--- config.mk ---
export PLATFORM = sky130hd
export DESIGN_NAME = rvvi_trace_bridge
export DESIGN_NICKNAME = d
export VERILOG_FILES = /design/src/logic/rvvi_bridge_pkg.sv /design/src/logic/rvvi_trace_bridge.sv /design/src/logic/irq_net_monitor.sv /design/src/logic/bus_fault_tracker.sv /design/src/logic/gpr_write_capture.sv /design/src/logic/csr_trace_merge.sv /design/src/logic/retire_qualifier.sv
export SDC_FILE = /design/constraint.sdc
export NUM_CORES = 1
export LEC_CHECK = 0
export BUFFER_PORTS_ARGS = -buffer_cell sky130_fd_sc_hd__buf_2
export CAP_MARGIN = 20
export CORE_AREA = 2 2 459 461
export CTS_CLUSTER_DIAMETER = 80
export CTS_CLUSTER_SIZE = 16
export DETAILED_ROUTE_END_ITERATION = 10
export DIE_AREA = 0 0 461 463
export GPL_ROUTABILITY_DRIVEN = 0
export MAX_ROUTING_LAYER = met4
export SLEW_MARGIN = 20
export SYNTH_ARGS = -nofsm -noshare
export SYNTH_HDL_FRONTEND = slang
export SYNTH_HIERARCHICAL = 1
export SYNTH_SLANG_ARGS = --single-unit
--- constraint.sdc ---
create_clock -name rvvi -period 2.15 [get_ports rvvi]
set_clock_uncertainty 0.05 [all_clocks]
set_input_delay 0.3225 -clock rvvi [delete_from_list [all_inputs] [get_ports rvvi]]
set_output_delay 0.3225 -clock rvvi [all_outputs]
set_load 0.01 [all_outputs]
--- src/logic/rvvi_bridge_pkg.sv ---
package rvvi_bridge_pkg;

   ////////////////////////////////////////////////////////////////////////////
   // Trace widths
   ////////////////////////////////////////////////////////////////////////////
   localparam int unsigned XLEN = 32;

   typedef logic [XLEN-1:0] xword_t;
   typedef logic [63:0]     order_t;
   typedef logic [4:0]      gpr_idx_t;
   typedef logic [31:0]     gpr_mask_t;

   ////////////////////////////////////////////////////////////////////////////
   // Traced CSR slots
   ////////////////////////////////////////////////////////////////////////////
   localparam int unsigned NUM_CSR = 4;

   typedef logic [1:0] csr_sel_t;

   localparam csr_sel_t CSR_MSTATUS_SLOT = 2'd0;  // mstatus, 0x300
   localparam csr_sel_t CSR_MEPC_SLOT    = 2'd1;  // mepc, 0x341
   localparam csr_sel_t CSR_MCAUSE_SLOT  = 2'd2;  // mcause, 0x342
   localparam csr_sel_t CSR_MTVAL_SLOT   = 2'd3;  // mtval, 0x343

   ////////////////////////////////////////////////////////////////////////////
   // Trap, debug and interrupt causes
   ////////////////////////////////////////////////////////////////////////////
   typedef logic [5:0]  exc_cause_t;
   typedef logic [2:0]  dbg_cause_t;
   typedef logic [10:0] intr_cause_t;

   localparam exc_cause_t  EXC_INSTR_BUS_FAULT = 6'd24;
   localparam dbg_cause_t  DBG_CAUSE_EBREAK    = 3'd1;
   localparam dbg_cause_t  DBG_CAUSE_TRIGGER   = 3'd2;
   // Data bus errors reported as NMI
   localparam intr_cause_t NMI_CAUSE_LOAD      = 11'd1024;
   localparam intr_cause_t NMI_CAUSE_STORE     = 11'd1025;

   ////////////////////////////////////////////////////////////////////////////
   // Interrupt nets
   ////////////////////////////////////////////////////////////////////////////
   localparam int unsigned NUM_IRQ_NETS = 19;

   typedef logic [NUM_IRQ_NETS-1:0] irq_nets_t;

   // Software, timer, external, then local interrupts 0 to 15
   localparam int unsigned IRQ_LINE_MAP [NUM_IRQ_NETS] = '{
      3, 7, 11, 16, 17, 18, 19, 20, 21, 22, 23, 24, 25, 26, 27, 28, 29, 30, 31
   };

   typedef enum logic {
      NMI_IDLE,
      NMI_ACTIVE
   } fault_state_e;

endpackage
--- src/logic/rvvi_trace_bridge.sv ---
`timescale 1ns/1ns

module rvvi_trace_bridge (
   input  logic                         rvvi,
   input  logic                         arst_n_i,
   // Retirement record
   input  logic                         valid_i,
   input  rvvi_bridge_pkg::order_t      order_i,
   input  rvvi_bridge_pkg::xword_t      insn_i,
   input  rvvi_bridge_pkg::xword_t      pc_rdata_i,
   input  rvvi_bridge_pkg::xword_t      pc_wdata_i,
   input  logic                         trap_i,
   input  logic                         trap_exception_i,
   input  logic                         trap_debug_i,
   input  rvvi_bridge_pkg::dbg_cause_t  trap_debug_cause_i,
   input  rvvi_bridge_pkg::exc_cause_t  trap_exc_cause_i,
   input  logic                         intr_i,
   input  logic                         intr_interrupt_i,
   input  rvvi_bridge_pkg::intr_cause_t intr_cause_i,
   input  logic [1:0]                   mode_i,
   input  logic [1:0]                   nmip_i,
   input  rvvi_bridge_pkg::xword_t      csr_rdata_i [rvvi_bridge_pkg::NUM_CSR],
   input  rvvi_bridge_pkg::xword_t      csr_wdata_i [rvvi_bridge_pkg::NUM_CSR],
   input  rvvi_bridge_pkg::xword_t      csr_rmask_i [rvvi_bridge_pkg::NUM_CSR],
   input  rvvi_bridge_pkg::xword_t      csr_wmask_i [rvvi_bridge_pkg::NUM_CSR],
   input  rvvi_bridge_pkg::gpr_idx_t    rd_addr_i,
   input  rvvi_bridge_pkg::xword_t      rd_wdata_i,
   // Core nets
   input  logic [31:0]                  irq_i,
   input  logic                         debug_req_i,
   // Trace outputs
   output logic                         valid_o,
   output rvvi_bridge_pkg::order_t      order_o,
   output rvvi_bridge_pkg::xword_t      insn_o,
   output rvvi_bridge_pkg::xword_t      pc_rdata_o,
   output rvvi_bridge_pkg::xword_t      pc_wdata_o,
   output logic                         trap_o,
   output logic                         intr_o,
   output logic [1:0]                   mode_o,
   output rvvi_bridge_pkg::xword_t      csr_o       [rvvi_bridge_pkg::NUM_CSR],
   output logic [rvvi_bridge_pkg::NUM_CSR-1:0] csr_wb_o,
   output rvvi_bridge_pkg::gpr_mask_t   x_wb_o,
   output rvvi_bridge_pkg::xword_t      x_wdata_o,
   output logic                         nmi_o,
   output rvvi_bridge_pkg::intr_cause_t nmi_cause_o,
   output logic                         nmi_change_o,
   output logic                         ifault_o,
   output logic                         ifault_change_o,
   output rvvi_bridge_pkg::irq_nets_t   irq_nets_o,
   output logic                         haltreq_o,
   output logic                         irq_change_o,
   output logic                         haltreq_change_o
);

   retire_qualifier retire_qualifier_inst (
      .rvvi               (rvvi),
      .arst_n_i           (arst_n_i),
      .valid_i            (valid_i),
      .order_i            (order_i),
      .insn_i             (insn_i),
      .pc_rdata_i         (pc_rdata_i),
      .pc_wdata_i         (pc_wdata_i),
      .trap_i             (trap_i),
      .trap_exception_i   (trap_exception_i),
      .trap_debug_i       (trap_debug_i),
      .trap_debug_cause_i (trap_debug_cause_i),
      .intr_i             (intr_i),
      .mode_i             (mode_i),
      .valid_o            (valid_o),
      .order_o            (order_o),
      .insn_o             (insn_o),
      .pc_rdata_o         (pc_rdata_o),
      .pc_wdata_o         (pc_wdata_o),
      .trap_o             (trap_o),
      .intr_o             (intr_o),
      .mode_o             (mode_o)
   );

   csr_trace_merge csr_trace_merge_inst (
      .rvvi        (rvvi),
      .arst_n_i    (arst_n_i),
      .valid_i     (valid_i),
      .csr_rdata_i (csr_rdata_i),
      .csr_wdata_i (csr_wdata_i),
      .csr_rmask_i (csr_rmask_i),
      .csr_wmask_i (csr_wmask_i),
      .csr_o       (csr_o),
      .csr_wb_o    (csr_wb_o)
   );

   gpr_write_capture gpr_write_capture_inst (
      .rvvi       (rvvi),
      .arst_n_i   (arst_n_i),
      .valid_i    (valid_i),
      .rd_addr_i  (rd_addr_i),
      .rd_wdata_i (rd_wdata_i),
      .x_wb_o     (x_wb_o),
      .x_wdata_o  (x_wdata_o)
   );

   bus_fault_tracker bus_fault_tracker_inst (
      .rvvi             (rvvi),
      .arst_n_i         (arst_n_i),
      .valid_i          (valid_i),
      .order_i          (order_i),
      .trap_i           (trap_i),
      .trap_exception_i (trap_exception_i),
      .trap_exc_cause_i (trap_exc_cause_i),
      .intr_i           (intr_i),
      .intr_interrupt_i (intr_interrupt_i),
      .intr_cause_i     (intr_cause_i),
      .nmip_i           (nmip_i),
      .nmi_o            (nmi_o),
      .nmi_cause_o      (nmi_cause_o),
      .nmi_change_o     (nmi_change_o),
      .ifault_o         (ifault_o),
      .ifault_change_o  (ifault_change_o)
   );

   irq_net_monitor irq_net_monitor_inst (
      .rvvi             (rvvi),
      .arst_n_i         (arst_n_i),
      .irq_i            (irq_i),
      .debug_req_i      (debug_req_i),
      .irq_nets_o       (irq_nets_o),
      .haltreq_o        (haltreq_o),
      .irq_change_o     (irq_change_o),
      .haltreq_change_o (haltreq_change_o)
   );

endmodule

--- src/logic/irq_net_monitor.sv ---
`timescale 1ns/1ns

module irq_net_monitor (
   input  logic                       rvvi,
   input  logic                       arst_n_i,
   input  logic [31:0]                irq_i,
   input  logic                       debug_req_i,
   output rvvi_bridge_pkg::irq_nets_t irq_nets_o,
   output logic                       haltreq_o,
   output logic                       irq_change_o,
   output logic                       haltreq_change_o
);
   import rvvi_bridge_pkg::*;

   irq_nets_t nets;

   // Only the traced lines, the other irq bits are dropped here
   for (genvar n = 0; n < NUM_IRQ_NETS; n++) begin : g_net
      assign nets[n] = irq_i[IRQ_LINE_MAP[n]];
   end

   always_ff @(posedge rvvi or negedge arst_n_i) begin
      if (!arst_n_i) begin
         irq_nets_o       <= '0;
         haltreq_o        <= 1'b0;
         irq_change_o     <= 1'b0;
         haltreq_change_o <= 1'b0;
      end else begin
         irq_nets_o       <= nets;
         haltreq_o        <= debug_req_i;
         irq_change_o     <= |(nets ^ irq_nets_o);
         haltreq_change_o <= debug_req_i ^ haltreq_o;
      end
   end

endmodule

--- src/logic/bus_fault_tracker.sv ---
`timescale 1ns/1ns

module bus_fault_tracker (
   input  logic                         rvvi,
   input  logic                         arst_n_i,
   input  logic                         valid_i,
   input  rvvi_bridge_pkg::order_t      order_i,
   input  logic                         trap_i,
   input  logic                         trap_exception_i,
   input  rvvi_bridge_pkg::exc_cause_t  trap_exc_cause_i,
   input  logic                         intr_i,
   input  logic                         intr_interrupt_i,
   input  rvvi_bridge_pkg::intr_cause_t intr_cause_i,
   input  logic [1:0]                   nmip_i,
   output logic                         nmi_o,
   output rvvi_bridge_pkg::intr_cause_t nmi_cause_o,
   output logic                         nmi_change_o,
   output logic                         ifault_o,
   output logic                         ifault_change_o
);
   import rvvi_bridge_pkg::*;

   fault_state_e state_q;
   order_t       last_order_q;
   logic         accept;
   logic         nmi_hit;
   logic         ifault_hit;

   // Repeated order numbers are the same retirement seen again
   assign accept = valid_i && (order_i != last_order_q);

   assign nmi_hit = (intr_i && intr_interrupt_i &&
                     (intr_cause_i == NMI_CAUSE_LOAD || intr_cause_i == NMI_CAUSE_STORE)) ||
                    nmip_i[0];
   assign ifault_hit = trap_i && trap_exception_i && (trap_exc_cause_i == EXC_INSTR_BUS_FAULT);

   assign nmi_o = (state_q == NMI_ACTIVE);

   always_ff @(posedge rvvi or negedge arst_n_i) begin
      if (!arst_n_i) begin
         state_q         <= NMI_IDLE;
         last_order_q    <= '0;
         nmi_cause_o     <= '0;
         nmi_change_o    <= 1'b0;
         ifault_o        <= 1'b0;
         ifault_change_o <= 1'b0;
      end else begin
         nmi_change_o    <= 1'b0;
         ifault_change_o <= 1'b0;
         if (accept) begin
            last_order_q    <= order_i;
            ifault_o        <= ifault_hit;
            ifault_change_o <= ifault_hit ^ ifault_o;
            if (nmi_hit) begin
               nmi_cause_o <= intr_cause_i;
            end
            case (state_q)
               NMI_IDLE: begin
                  if (nmi_hit) begin
                     state_q      <= NMI_ACTIVE;
                     nmi_change_o <= 1'b1;
                  end
               end
               NMI_ACTIVE: begin
                  if (!nmi_hit) begin
                     state_q      <= NMI_IDLE;
                     nmi_change_o <= 1'b1;
                  end
               end
            endcase
         end
      end
   end

endmodule

--- src/logic/gpr_write_capture.sv ---
`timescale 1ns/1ns

module gpr_write_capture (
   input  logic                      rvvi,
   input  logic                      arst_n_i,
   input  logic                      valid_i,
   input  rvvi_bridge_pkg::gpr_idx_t rd_addr_i,
   input  rvvi_bridge_pkg::xword_t   rd_wdata_i,
   output rvvi_bridge_pkg::gpr_mask_t x_wb_o,
   output rvvi_bridge_pkg::xword_t   x_wdata_o
);
   import rvvi_bridge_pkg::*;

   logic      gpr_we;
   gpr_mask_t wb_d;

   // x0 is hardwired, so a write to it is not traced
   assign gpr_we = valid_i && (rd_addr_i != '0);
   assign wb_d   = gpr_we ? (gpr_mask_t'(1) << rd_addr_i) : '0;

   always_ff @(posedge rvvi or negedge arst_n_i) begin
      if (!arst_n_i) begin
         x_wb_o <= '0;
      end else begin
         x_wb_o <= wb_d;
      end
   end

   // Data holds its last written value
   always_ff @(posedge rvvi) begin
      if (gpr_we) begin
         x_wdata_o <= rd_wdata_i;
      end
   end

endmodule

--- src/logic/csr_trace_merge.sv ---
`timescale 1ns/1ns

module csr_trace_merge (
   input  logic                               rvvi,
   input  logic                               arst_n_i,
   input  logic                               valid_i,
   input  rvvi_bridge_pkg::xword_t            csr_rdata_i [rvvi_bridge_pkg::NUM_CSR],
   input  rvvi_bridge_pkg::xword_t            csr_wdata_i [rvvi_bridge_pkg::NUM_CSR],
   input  rvvi_bridge_pkg::xword_t            csr_rmask_i [rvvi_bridge_pkg::NUM_CSR],
   input  rvvi_bridge_pkg::xword_t            csr_wmask_i [rvvi_bridge_pkg::NUM_CSR],
   output rvvi_bridge_pkg::xword_t            csr_o       [rvvi_bridge_pkg::NUM_CSR],
   output logic [rvvi_bridge_pkg::NUM_CSR-1:0] csr_wb_o
);
   import rvvi_bridge_pkg::*;

   logic [NUM_CSR-1:0] touched;

   always_comb begin
      for (int i = 0; i < NUM_CSR; i++) begin
         touched[i] = (|csr_rmask_i[i]) || (|csr_wmask_i[i]);
      end
   end

   // Written bits from wdata, the rest from rdata
   always_ff @(posedge rvvi) begin
      for (int i = 0; i < NUM_CSR; i++) begin
         csr_o[i] <= (csr_wdata_i[i] & csr_wmask_i[i]) | (csr_rdata_i[i] & ~csr_wmask_i[i]);
      end
   end

   // A new access wins over the clear from a valid retirement
   always_ff @(posedge rvvi or negedge arst_n_i) begin
      if (!arst_n_i) begin
         csr_wb_o <= '0;
      end else begin
         for (int i = 0; i < NUM_CSR; i++) begin
            if (touched[i]) begin
               csr_wb_o[i] <= 1'b1;
            end else if (valid_i) begin
               csr_wb_o[i] <= 1'b0;
            end
         end
      end
   end

endmodule

--- src/logic/retire_qualifier.sv ---
`timescale 1ns/1ns

module retire_qualifier (
   input  logic                        rvvi,
   input  logic                        arst_n_i,
   input  logic                        valid_i,
   input  rvvi_bridge_pkg::order_t     order_i,
   input  rvvi_bridge_pkg::xword_t     insn_i,
   input  rvvi_bridge_pkg::xword_t     pc_rdata_i,
   input  rvvi_bridge_pkg::xword_t     pc_wdata_i,
   input  logic                        trap_i,
   input  logic                        trap_exception_i,
   input  logic                        trap_debug_i,
   input  rvvi_bridge_pkg::dbg_cause_t trap_debug_cause_i,
   input  logic                        intr_i,
   input  logic [1:0]                  mode_i,
   output logic                        valid_o,
   output rvvi_bridge_pkg::order_t     order_o,
   output rvvi_bridge_pkg::xword_t     insn_o,
   output rvvi_bridge_pkg::xword_t     pc_rdata_o,
   output rvvi_bridge_pkg::xword_t     pc_wdata_o,
   output logic                        trap_o,
   output logic                        intr_o,
   output logic [1:0]                  mode_o
);
   import rvvi_bridge_pkg::*;

   logic dbg_no_retire;
   logic trap_d;

   // Ebreak and trigger match into debug never retire
   assign dbg_no_retire = trap_debug_i &&
                          (trap_debug_cause_i == DBG_CAUSE_EBREAK ||
                           trap_debug_cause_i == DBG_CAUSE_TRIGGER);
   assign trap_d = valid_i && trap_i && (trap_exception_i || dbg_no_retire);

   always_ff @(posedge rvvi or negedge arst_n_i) begin
      if (!arst_n_i) begin
         valid_o <= 1'b0;
         trap_o  <= 1'b0;
      end else begin
         valid_o <= valid_i;
         trap_o  <= trap_d;
      end
   end

   // Record payload
   always_ff @(posedge rvvi) begin
      order_o    <= order_i;
      insn_o     <= insn_i;
      pc_rdata_o <= pc_rdata_i;
      pc_wdata_o <= pc_wdata_i;
      intr_o     <= intr_i;
      mode_o     <= mode_i;
   end

endmodule

# Word level (Yosys, flattened, before mapping)
# Index checks and enable logic that the tools add are counted.
[totals]
wordCells = 98
regBits = 462
output_inout_bits = 398
inputBits = 774
[op_classes]
n_eq_ne = 6
n_reduce_logical = 32
n_mux = 11
bitwise_logic = 20
n_shift = 1
[op_table]
columns = ["cell", "n"]
rows = [
  ["$and A32 B32 Y32", 8],
  ["$reduce_or A32 Y1", 8],
  ["$not A32 Y32", 4],
  ["$or A32 B32 Y32", 4],
  ["$ne A64 B64 Y1", 1],
  ["$mux W32", 1],
  ["$shl A1 B5 Y32 const A", 1],
  ["$eq A11 B11 Y1 const B", 2],
  ["$reduce_or A19 Y1", 1],
  ["$xor A19 B19 Y19", 1],
  ["$logic_and A1 B1 Y1", 9],
  ["$mux W1", 9],
  ["$logic_or A1 B1 Y1", 8],
  ["$reduce_bool A2 Y1", 4],
  ["$eq A6 B5 Y1 const B", 1],
  ["$reduce_bool A5 Y1", 1],
  ["$eq A3 B1 Y1 const B", 1],
  ["$eq A3 B2 Y1 const B", 1],
  ["$pmux W1 S2", 1],
  ["$reduce_and A2 Y1", 1],
  ["$xor A1 B1 Y1", 2],
  ["$not A1 Y1", 1],
]

# Longest topological paths before layout
# Gate-level depths: netlist of run 1.
[depth]
ltp_word = 7
mapped_depth = 8
mapped_depth_nobuf = 6

# Cells and area by module
# The synthesis of run 1 kept the hierarchy.
[by_module_without_submodules]
columns = ["module", "cells_per_inst", "instances", "area_each_um2", "seq_area_each_um2"]
rows = [
  ["csr_trace_merge", 352, 1, 4744.6, 2662.6],
  ["bus_fault_tracker", 263, 1, 3737.3, 1976.9],
  ["retire_qualifier", 169, 1, 3340.7, 3313.2],
  ["gpr_write_capture", 112, 1, 2003.2, 1761.7],
  ["irq_net_monitor", 48, 1, 763.2, 550.5],
]

# Least setup slack after synthesis of run 1
# OpenSTA, ideal clock, no wires.
[synth_path]
path_type = "input to register"
from = "input rd_addr_i[2]"
to = "register gpr_write_capture_inst.x_wdata_o[0] (enable)"
arrival_time_ns = 1.523
t_required_ns = 1.705
path_stages = 3
setup_time_ns = 0.395
slack_ns = 0.183
path_buffers = 1
cell_sequence = "or2_2 clkbuf_1 o41a_1"
[synth_between]
elab_chain_cells = 2
[synth_lines]
columns = ["element", "line_no", "rtl"]
rows = [
  ["start, declared", "rvvi_trace_bridge.sv:26", "input rvvi_bridge_pkg::gpr_idx_t rd_addr_i,"],
  ["$reduce_bool A5 Y1", "gpr_write_capture.sv:18", "assign gpr_we = valid_i && (rd_addr_i != '0);"],
  ["$logic_and A1 B1 Y1", "gpr_write_capture.sv:18", ""],
  ["net gpr_write_capture_inst.gpr_we", "gpr_write_capture.sv:14", "logic gpr_we;"],
  ["end signal, assigned", "gpr_write_capture.sv:32", "x_wdata_o <= rd_wdata_i;"],
  ["end, declared", "gpr_write_capture.sv:10", "output rvvi_bridge_pkg::xword_t x_wdata_o"],
]
# The timed path passes the listed nets, and every way through them passes these cells.
# A chain may end at the register's enable or synchronous reset.

# Worst setup path in the final report of run 1
[layout_path]
from = "register bus_fault_tracker_inst.last_order_q[4]"
to = "register bus_fault_tracker_inst.last_order_q[4]"
[layout_between]
elab_chain_cells = 2
[layout_lines]
columns = ["element", "line_no", "rtl"]
rows = [
  ["start, declared", "bus_fault_tracker.sv:24", "order_t last_order_q;"],
  ["start signal, assigned", "bus_fault_tracker.sv:51", "last_order_q <= order_i;"],
  ["$ne A64 B64 Y1", "bus_fault_tracker.sv:30", "assign accept = valid_i && (order_i != last_order_q);"],
  ["$logic_and A1 B1 Y1", "bus_fault_tracker.sv:30", ""],
]
# Every way passes these cells.

==> reports/qor.yml, run 1 <==
setup_path:
  critPathSlowestCell: "dfrtp_1"
  cp.arrival_ns: 2.90
  path_max_fanout: 7
  cp_cell_sequence: "xnor2_2 > nand4_1 > nor4_4 > nand4_1 > buf_6 > nand2_8 > clkbuf_16 > mux2_4"
  cp-end-kind: "register"
  slowest_delay_ns: 0.41
  reg2reg_to: "bus_fault_tracker_inst/last_order_q[4]"
  cp_top_family: "simple AND/OR/NAND/NOR gates"
  path_buf_inv: 2
  cp.required_ns: 2.66
  r2r-start: "bus_fault_tracker_inst/last_order_q[4]"
  regToRegSetupSlack_ns: -0.24
  reg2reg_depth: 8
  start_kind: "register"
  crit_top_cell: "nand4_1"
  path_class: "register to register"
route:
  wirelength_um: 140300
  num_vias: 16760
  viasPerCell: 2.946
  firstDrtPassIters: 5
  ant_nets: 0
  route.detailed.drc: 0
  wl_per_cell_um: 24.66
  drtIter0Drc: 992
floorplan:
  ios: 1172
  core_mm2: 0.2085
  rows: 168
  die_y_um: 463
  die_width_um: 461
  dieArea_mm2: 0.2134
  initial_core_util_pct: 6.996
cells_and_area:
  syn_to_final_growth_pct: 118.4
  multiInputGateArea_mm2: 0.004557
  regArea_mm2: 0.01026
  finish.instance_area_mm2: 0.03186
  drive_gt1_share_pct: 55.80
  n_fill_cell: 23240
  final_util_pct: 15.28
  final_nets: 3505
placement:
  dp_hpwl_um: 120100
  place_area_mm2: 0.02447
  io_buffers: 1157
global_routing:
  grt_max_degree: 44
  grt_pass1_vias: 17100
  grt.total_usage_pct: 12.90
  grt_first_pass_wirelength_um: 172000
  globalRouteOverflowTotal: 0
  grt_antenna_before_repair: 209
logic_synthesis:
  synth_seq_cells: 462
  ys_types: 33
  seq_area_frac_synth_pct: 70.36
  syn_inst: 944
  synth_top_cell_by_area: "dfxtp_1"
  yosysTopAreaCellShare_pct: 39.93
  synth_nets: 1718
  avgSynthCellArea_um2: 15.45
  yosysWarnings: 6
  syn_area_mm2: 0.01459
  synth_area_leaders: "dfxtp_1 (40%), dfrtp_1 (24%), mux2_2 (14%)"
clock_tree:
  cts_sinks: 462
  cts_buffers: 46
  cts_tree: "yes"
  path_clk_slew_ns: 0.07
  insertion_delay_ns: 0.67
  cts-htree-levels: 2
  clk_path_buf_depth: 3
  cts-root-buf: "clkbuf_16"
power_and_ir_drop:
  power_density_mw_per_mm2: 691.2
  power_mw: 22.02
  p_leak_nw: 13.90
  max-vdd-ir-drop_mv: 0.5762
run_status:
  outcome: "finished with violations"
  violations: "setup timing"
sta:
  min_period_ns: 2.389
  fin_hold_ws_ns: 0.08229
  finalSetupViolations: 79
  finalCritPeriodShare_pct: 111.1
  tightest_slew_ns: 0.7039
  fmax_mhz: 418.5
  fin_setup_tns_ns: -16.83
  hold_violations: 0
  finalWorstSetupSlack_ns: -0.2395
  max_slew_margin_pct: 52.74
  rsz0062_at_grt: "yes"
  slew_viol_final: 0
worst_hold_path:
  hold_path_end: "gpr_write_capture_inst/x_wb_o[2]"
  hold_start: "rd_addr_i[3]"
  hold_path_class: "primary input to register"
  hold_depth: 3
flow_run:
  cap_violations: 0
## cell usage in the layout (no fill, tap or decap), types with 5 or more instances in the layout
master and count:
clkinv_8 6, nand4_1 35, nor4_2 18, edfxtp_1 32
nor4_1 56, clkbuf_1 15, nand2_1 6, mux2_4 67
nor2_1 32, nand4b_1 5, mux2_2 136, dlygate4sd3_1 505
diode_2 117, buf_12 5, clkbuf_16 50, inv_8 5
buf_2 1156, xnor2_1 83, dfrtp_1 139, buf_4 72
dfxtp_1 291
## Yosys cell counts
cell,instances
nand4b_1,5
nand3_1,1
buf_6,4
nand2b_1,3
buf_4,4
dfxtp_1,291
xnor2_1,86
nor4b_1,1
a31o_2,1
nor4_2,12
or4b_1,1
nand4_1,35
or2_2,1
mux2_4,9
nor3_1,1
edfxtp_1,32
and3_4,1
mux2_1,17
a21o_1,1
clkbuf_1,3
mux2_2,178
dfrtp_1,139
o21ai_1,1
nand2_1,6
nand4bb_1,3
conb_1,1
nor4_1,63
o2111ai_1,4
o41a_1,1
nor2_1,33
inv_1,4
nand2_2,1
xor2_1,1
## state kept, by name, summed over array words and instances (netlist names), 11 cells and up
register	cells
irq_net_monitor_inst/irq_nets_o	19
csr_trace_merge_inst/csr_o	128
retire_qualifier_inst/pc_wdata_o	32
gpr_write_capture_inst/x_wdata_o	32
bus_fault_tracker_inst/nmi_cause_o	11
retire_qualifier_inst/order_o	64
retire_qualifier_inst/pc_rdata_o	32
retire_qualifier_inst/insn_o	32
gpr_write_capture_inst/x_wb_o	32
bus_fault_tracker_inst/last_order_q	64
## where the power goes
part,total [mW],switching (mW),leakage [nW],internal [mW]
Sequential,9.54,0.256,4.45,9.29
Clock,8.45,4.13,0.739,4.32
Combinational,4.03,1.87,8.70,2.16
## tightest hold or removal path: cells and delay by family
kind,cells,cell delay [ns]
buffers and inverters,1,0.14
and+or+nand+nor,2,0.30
## repair_timing
item,CTS,global route
cloned,2,5
gates resized for setup,34,45
hold endpoints to repair,588,0
pin swaps,4,10
buffers inserted,1,2
hold buffers,505,0
endpoints found under the setup margin,79,82
## kinds of logic (layout without fill, tap and decap cells)
family | after synthesis | count (layout) | synth area share, %
xor+xnor | 87 | 87 | 5.223
buf+inv | 15 | 1837 | 0.6946
compound gates | 8 | 8 | 0.4631
flops | 462 | 462 | 70.36
simple gates | 167 | 168 | 7.256
mux | 204 | 204 | 15.98
other cells | 1 | 118 | 0.02570
## per-layer routing
| metal | global-route usage (%) | up-vias | wire [um] |
|---|---|---|---|
| met2 | 21.36 | 1407 | 65280 |
| li1 | - | 7141 | - |
| met4 | 6.314 | 0 | 8790 |
| met3 | 6.730 | 419 | 20290 |
| met1 | 12.24 | 7794 | 45970 |
| met5 | - | - | 0 |
## layout make-up
class / count / area share (%)
Timing Repair Buffer: 1749 / 36.71
Sequential cell: 462 / 32.21
Multi-Input combinational cell: 468 / 14.30
Tap cell: 2805 / 11.01
Clock buffer: 63 / 3.848
Clock inverter: 21 / 0.9502
Antenna cell: 117 / 0.9188
Inverter: 4 / 0.04712
## worst max-delay path by stage
stage	startpoint	endpoint	slack (ns)	cells past startpoint
2_1_floorplan	rd_addr_i[2]	gpr_write_capture_inst/x_wdata_o[0]	0.18	3
3_3_place_gp	order_i[15]	bus_fault_tracker_inst/last_order_q[17]	-0.65	9
3_5_place_dp	order_i[4]	bus_fault_tracker_inst/last_order_q[57]	-0.56	9
4_1_cts	bus_fault_tracker_inst/last_order_q[63]	bus_fault_tracker_inst/last_order_q[11]	-0.28	8
5_1_grt	bus_fault_tracker_inst/last_order_q[4]	bus_fault_tracker_inst/nmi_cause_o[3]	-0.29	7
6_report	bus_fault_tracker_inst/last_order_q[4]	bus_fault_tracker_inst/last_order_q[4]	-0.24	8
## metrics by stage
stage / std cells / worst slack (ns)
floorplan: 944 / 0.1825
global placement: 4973 / -0.6529
detailed placement: 4973 / -0.5559
CTS: 5565 / -0.2779
global route: 5680 / -0.2875
finish: 5689 / -0.2395
No activity file was read; power rests on OpenSTA's default activity.
==> run 2, diff against run 1 <==
--- a/config.mk
+++ b/config.mk
@@ -14,6 +14,7 @@
 export DIE_AREA = 0 0 461 463
 export GPL_ROUTABILITY_DRIVEN = 0
 export MAX_ROUTING_LAYER = met4
+export REMOVE_ABC_BUFFERS = 1
 export SLEW_MARGIN = 20
 export SYNTH_ARGS = -nofsm -noshare
 export SYNTH_HDL_FRONTEND = slang
==> run 2 against run 1 <==
The flow still finishes with violations (setup timing). Sequential power about the same. Combinational power down 4%. Clock-buffer cell count fell by 2. Flip-flop and latch count did not move. Critical path depth unchanged. Power is 0.33% lower. Utilization down 0.22 points. Worst setup slack got worse by 0.088 ns. Via count fell by 0.16%. Clock power is 0.9% higher. Routed wire length grew 6.3%. Sequential share of layout area up 0.47 points. Largest cell class unchanged.
==> reports/qor.yml, run 2 (synthesis gave the netlist of run 1 again) <==
run_status:
  outcome: "finished with violations"
  violations: "setup timing"
floorplan:
  die_width_um: 461
  rows: 168
  core_mm2: 0.2085
  ios: 1172
  dieArea_mm2: 0.2134
  die_y_um: 463
  initial_core_util_pct: 6.996
global_routing:
  grt_first_pass_wirelength_um: 181000
  grt_antenna_before_repair: 221
  grt_max_degree: 52
  grt_pass1_vias: 17160
  globalRouteOverflowTotal: 0
  grt.total_usage_pct: 13.77
setup_path:
  critPathSlowestCell: "nor4_4"
  cp.arrival_ns: 2.97
  path_buf_inv: 2
  start_kind: "register"
  slowest_delay_ns: 0.43
  cp.required_ns: 2.64
  cp-end-kind: "register"
  cp_cell_sequence: "xnor2_1 > nand4_1 > nor4_4 > buf_4 > nand4_1 > nand2_2 > buf_12 > mux2_1"
  r2r-start: "bus_fault_tracker_inst/last_order_q[15]"
  crit_top_cell: "nand4_1"
  regToRegSetupSlack_ns: -0.33
  reg2reg_depth: 8
  cp_num_cells: 8
  reg2reg_to: "bus_fault_tracker_inst/last_order_q[43]"
  path_max_fanout: 40
  path_class: "register to register"
  cp_top_family: "simple AND/OR/NAND/NOR gates"
clock_tree:
  cts_tree: "yes"
  clk_path_buf_depth: 3
  path_clk_slew_ns: 0.07
  cts_buffers: 45
  cts-htree-levels: 2
  cts-root-buf: "clkbuf_16"
  insertion_delay_ns: 0.68
  cts_sinks: 462
sta:
  finalCritPeriodShare_pct: 115.2
  finalSetupViolations: 79
  tightest_slew_ns: 0.7317
  finalWorstSetupSlack_ns: -0.3270
  max_slew_margin_pct: 50.77
  min_period_ns: 2.477
  fmax_mhz: 403.7
  slew_viol_final: 0
  rsz0062_at_grt: "yes"
  hold_violations: 0
placement:
  pre_cts_slack_ns: -0.7775
  dp_cells: 4965
  place_area_mm2: 0.02443
  dp_hpwl_um: 128800
  io_buffers: 1157
power_and_ir_drop:
  power_density_mw_per_mm2: 698.9
  p_leak_nw: 13.53
  max-vdd-ir-drop_mv: 0.5920
route:
  route.detailed.drc: 0
  firstDrtPassIters: 5
  wirelength_um: 149200
  num_vias: 16730
  viasPerCell: 2.945
  wl_per_cell_um: 26.25
  drtIter0Drc: 958
  ant_nets: 0
worst_hold_path:
  hold_depth: 3
  hold_start: "rd_addr_i[4]"
  hold_path_class: "primary input to register"
  hold_path_end: "gpr_write_capture_inst/x_wb_o[31]"
cells_and_area:
  finish.instance_area_mm2: 0.03141
  final_nets: 3488
  drive_gt1_share_pct: 54.99
  stdcell_count: 5683
  syn_to_final_growth_pct: 115.3
  final_common_cell: "buf_2"
  regArea_mm2: 0.01026
  final_cell_mix: "buf_2 (1156), dlygate4sd3_1 (501), dfxtp_1 (291)"
  largest_reg_flops: 128
  multiInputGateArea_mm2: 0.004289
  regMostFlops: "csr_trace_merge_inst/csr_o"
  largestRegisters: "csr_trace_merge_inst/csr_o (128), bus_fault_tracker_inst/last_order_q (64), retire_qualifier_inst/order_o (64)"
  n_fill_cell: 23300
flow_run:
  cap_violations: 0
==> run 2: changes by cell type in the layout (fill, tap and decap cells not counted), sizes merged <==
cell,previous run,this run
bufinv,1,3
clkbuf,67,62
buf,1240,1231
and3,1,2
dlygate4sd3,505,501
diode,117,132
nand2,8,7
clkinv,10,5
==> run 2: worst min-delay path, stage by stage <==
cell	delay (ns)
buf_2	0.17
nand4_1	0.19
nor2_1	0.05
==> run 2: final cells by class <==
| cell class | count | share of cell area (%) |
|---|---|---|
| repair buffers | 1733 | 36.56 |
| flip-flops and latches | 462 | 32.68 |
| multi-input cells | 468 | 13.66 |
| well taps | 2805 | 11.17 |
| clock buffers | 61 | 3.908 |
| diodes | 132 | 1.052 |
| clock inverters | 18 | 0.9202 |
| inverters | 4 | 0.04780 |
==> run 2: metrics by stage <==
| stage | hold slack, ns | utilization [%] | total power, mW | TNS [ns] |
|---|---|---|---|---|
| final | 0.06738 | 15.06 | 21.95 | -22.89 |
| after global routing | 0.03909 | 15.05 | 22.85 | -32.12 |
| after detailed placement | 0.3003 | 11.72 | 12.68 | -57.47 |
| after floorplan | -0.02309 | - | 10.57 | -19.58 |
| after CTS | 0.004617 | 14.87 | 22.29 | -25.91 |
| after global placement | 0.2992 | 11.72 | 12.63 | -58.42 |
==> run 2: what timing repair did <==
action	CTS	global route
setup buffers	0	3
cloned	1	2
pin swaps	1	0
hold buffers	501	0
gates resized for setup	4	4
endpoints found under the hold margin	513	0
setup endpoints to repair	79	79
==> run 2: worst max-delay path by stage <==
| stage | start | end |
|---|---|---|
| global placement | order_i[4] | bus_fault_tracker_inst/last_order_q[26] |
| finish | bus_fault_tracker_inst/last_order_q[15] | bus_fault_tracker_inst/last_order_q[43] |
| floorplan | bus_fault_tracker_inst/last_order_q[42] | bus_fault_tracker_inst/ifault_o |
| CTS | bus_fault_tracker_inst/last_order_q[4] | bus_fault_tracker_inst/last_order_q[43] |
| detailed placement | order_i[4] | bus_fault_tracker_inst/last_order_q[43] |
| global route | bus_fault_tracker_inst/last_order_q[12] | bus_fault_tracker_inst/last_order_q[43] |
==> run 2: layer usage <==
metal | vias up | share of wire (%) | global-route usage, %
met3 | 409 | 14 | 6.808
met4 | 0 | 6.6 | 7.541
met2 | 1385 | 48 | 23.10
met1 | 7840 | 32 | 12.74
met5 | - | 0 | -
li1 | 7100 | - | -
==> run 2: power by group <==
part | switching, mW | internal [mW]
clock network | 4.07 | 4.46
logic | 1.83 | 2.05
registers | 0.252 | 9.29
total | 6.16 | 15.8
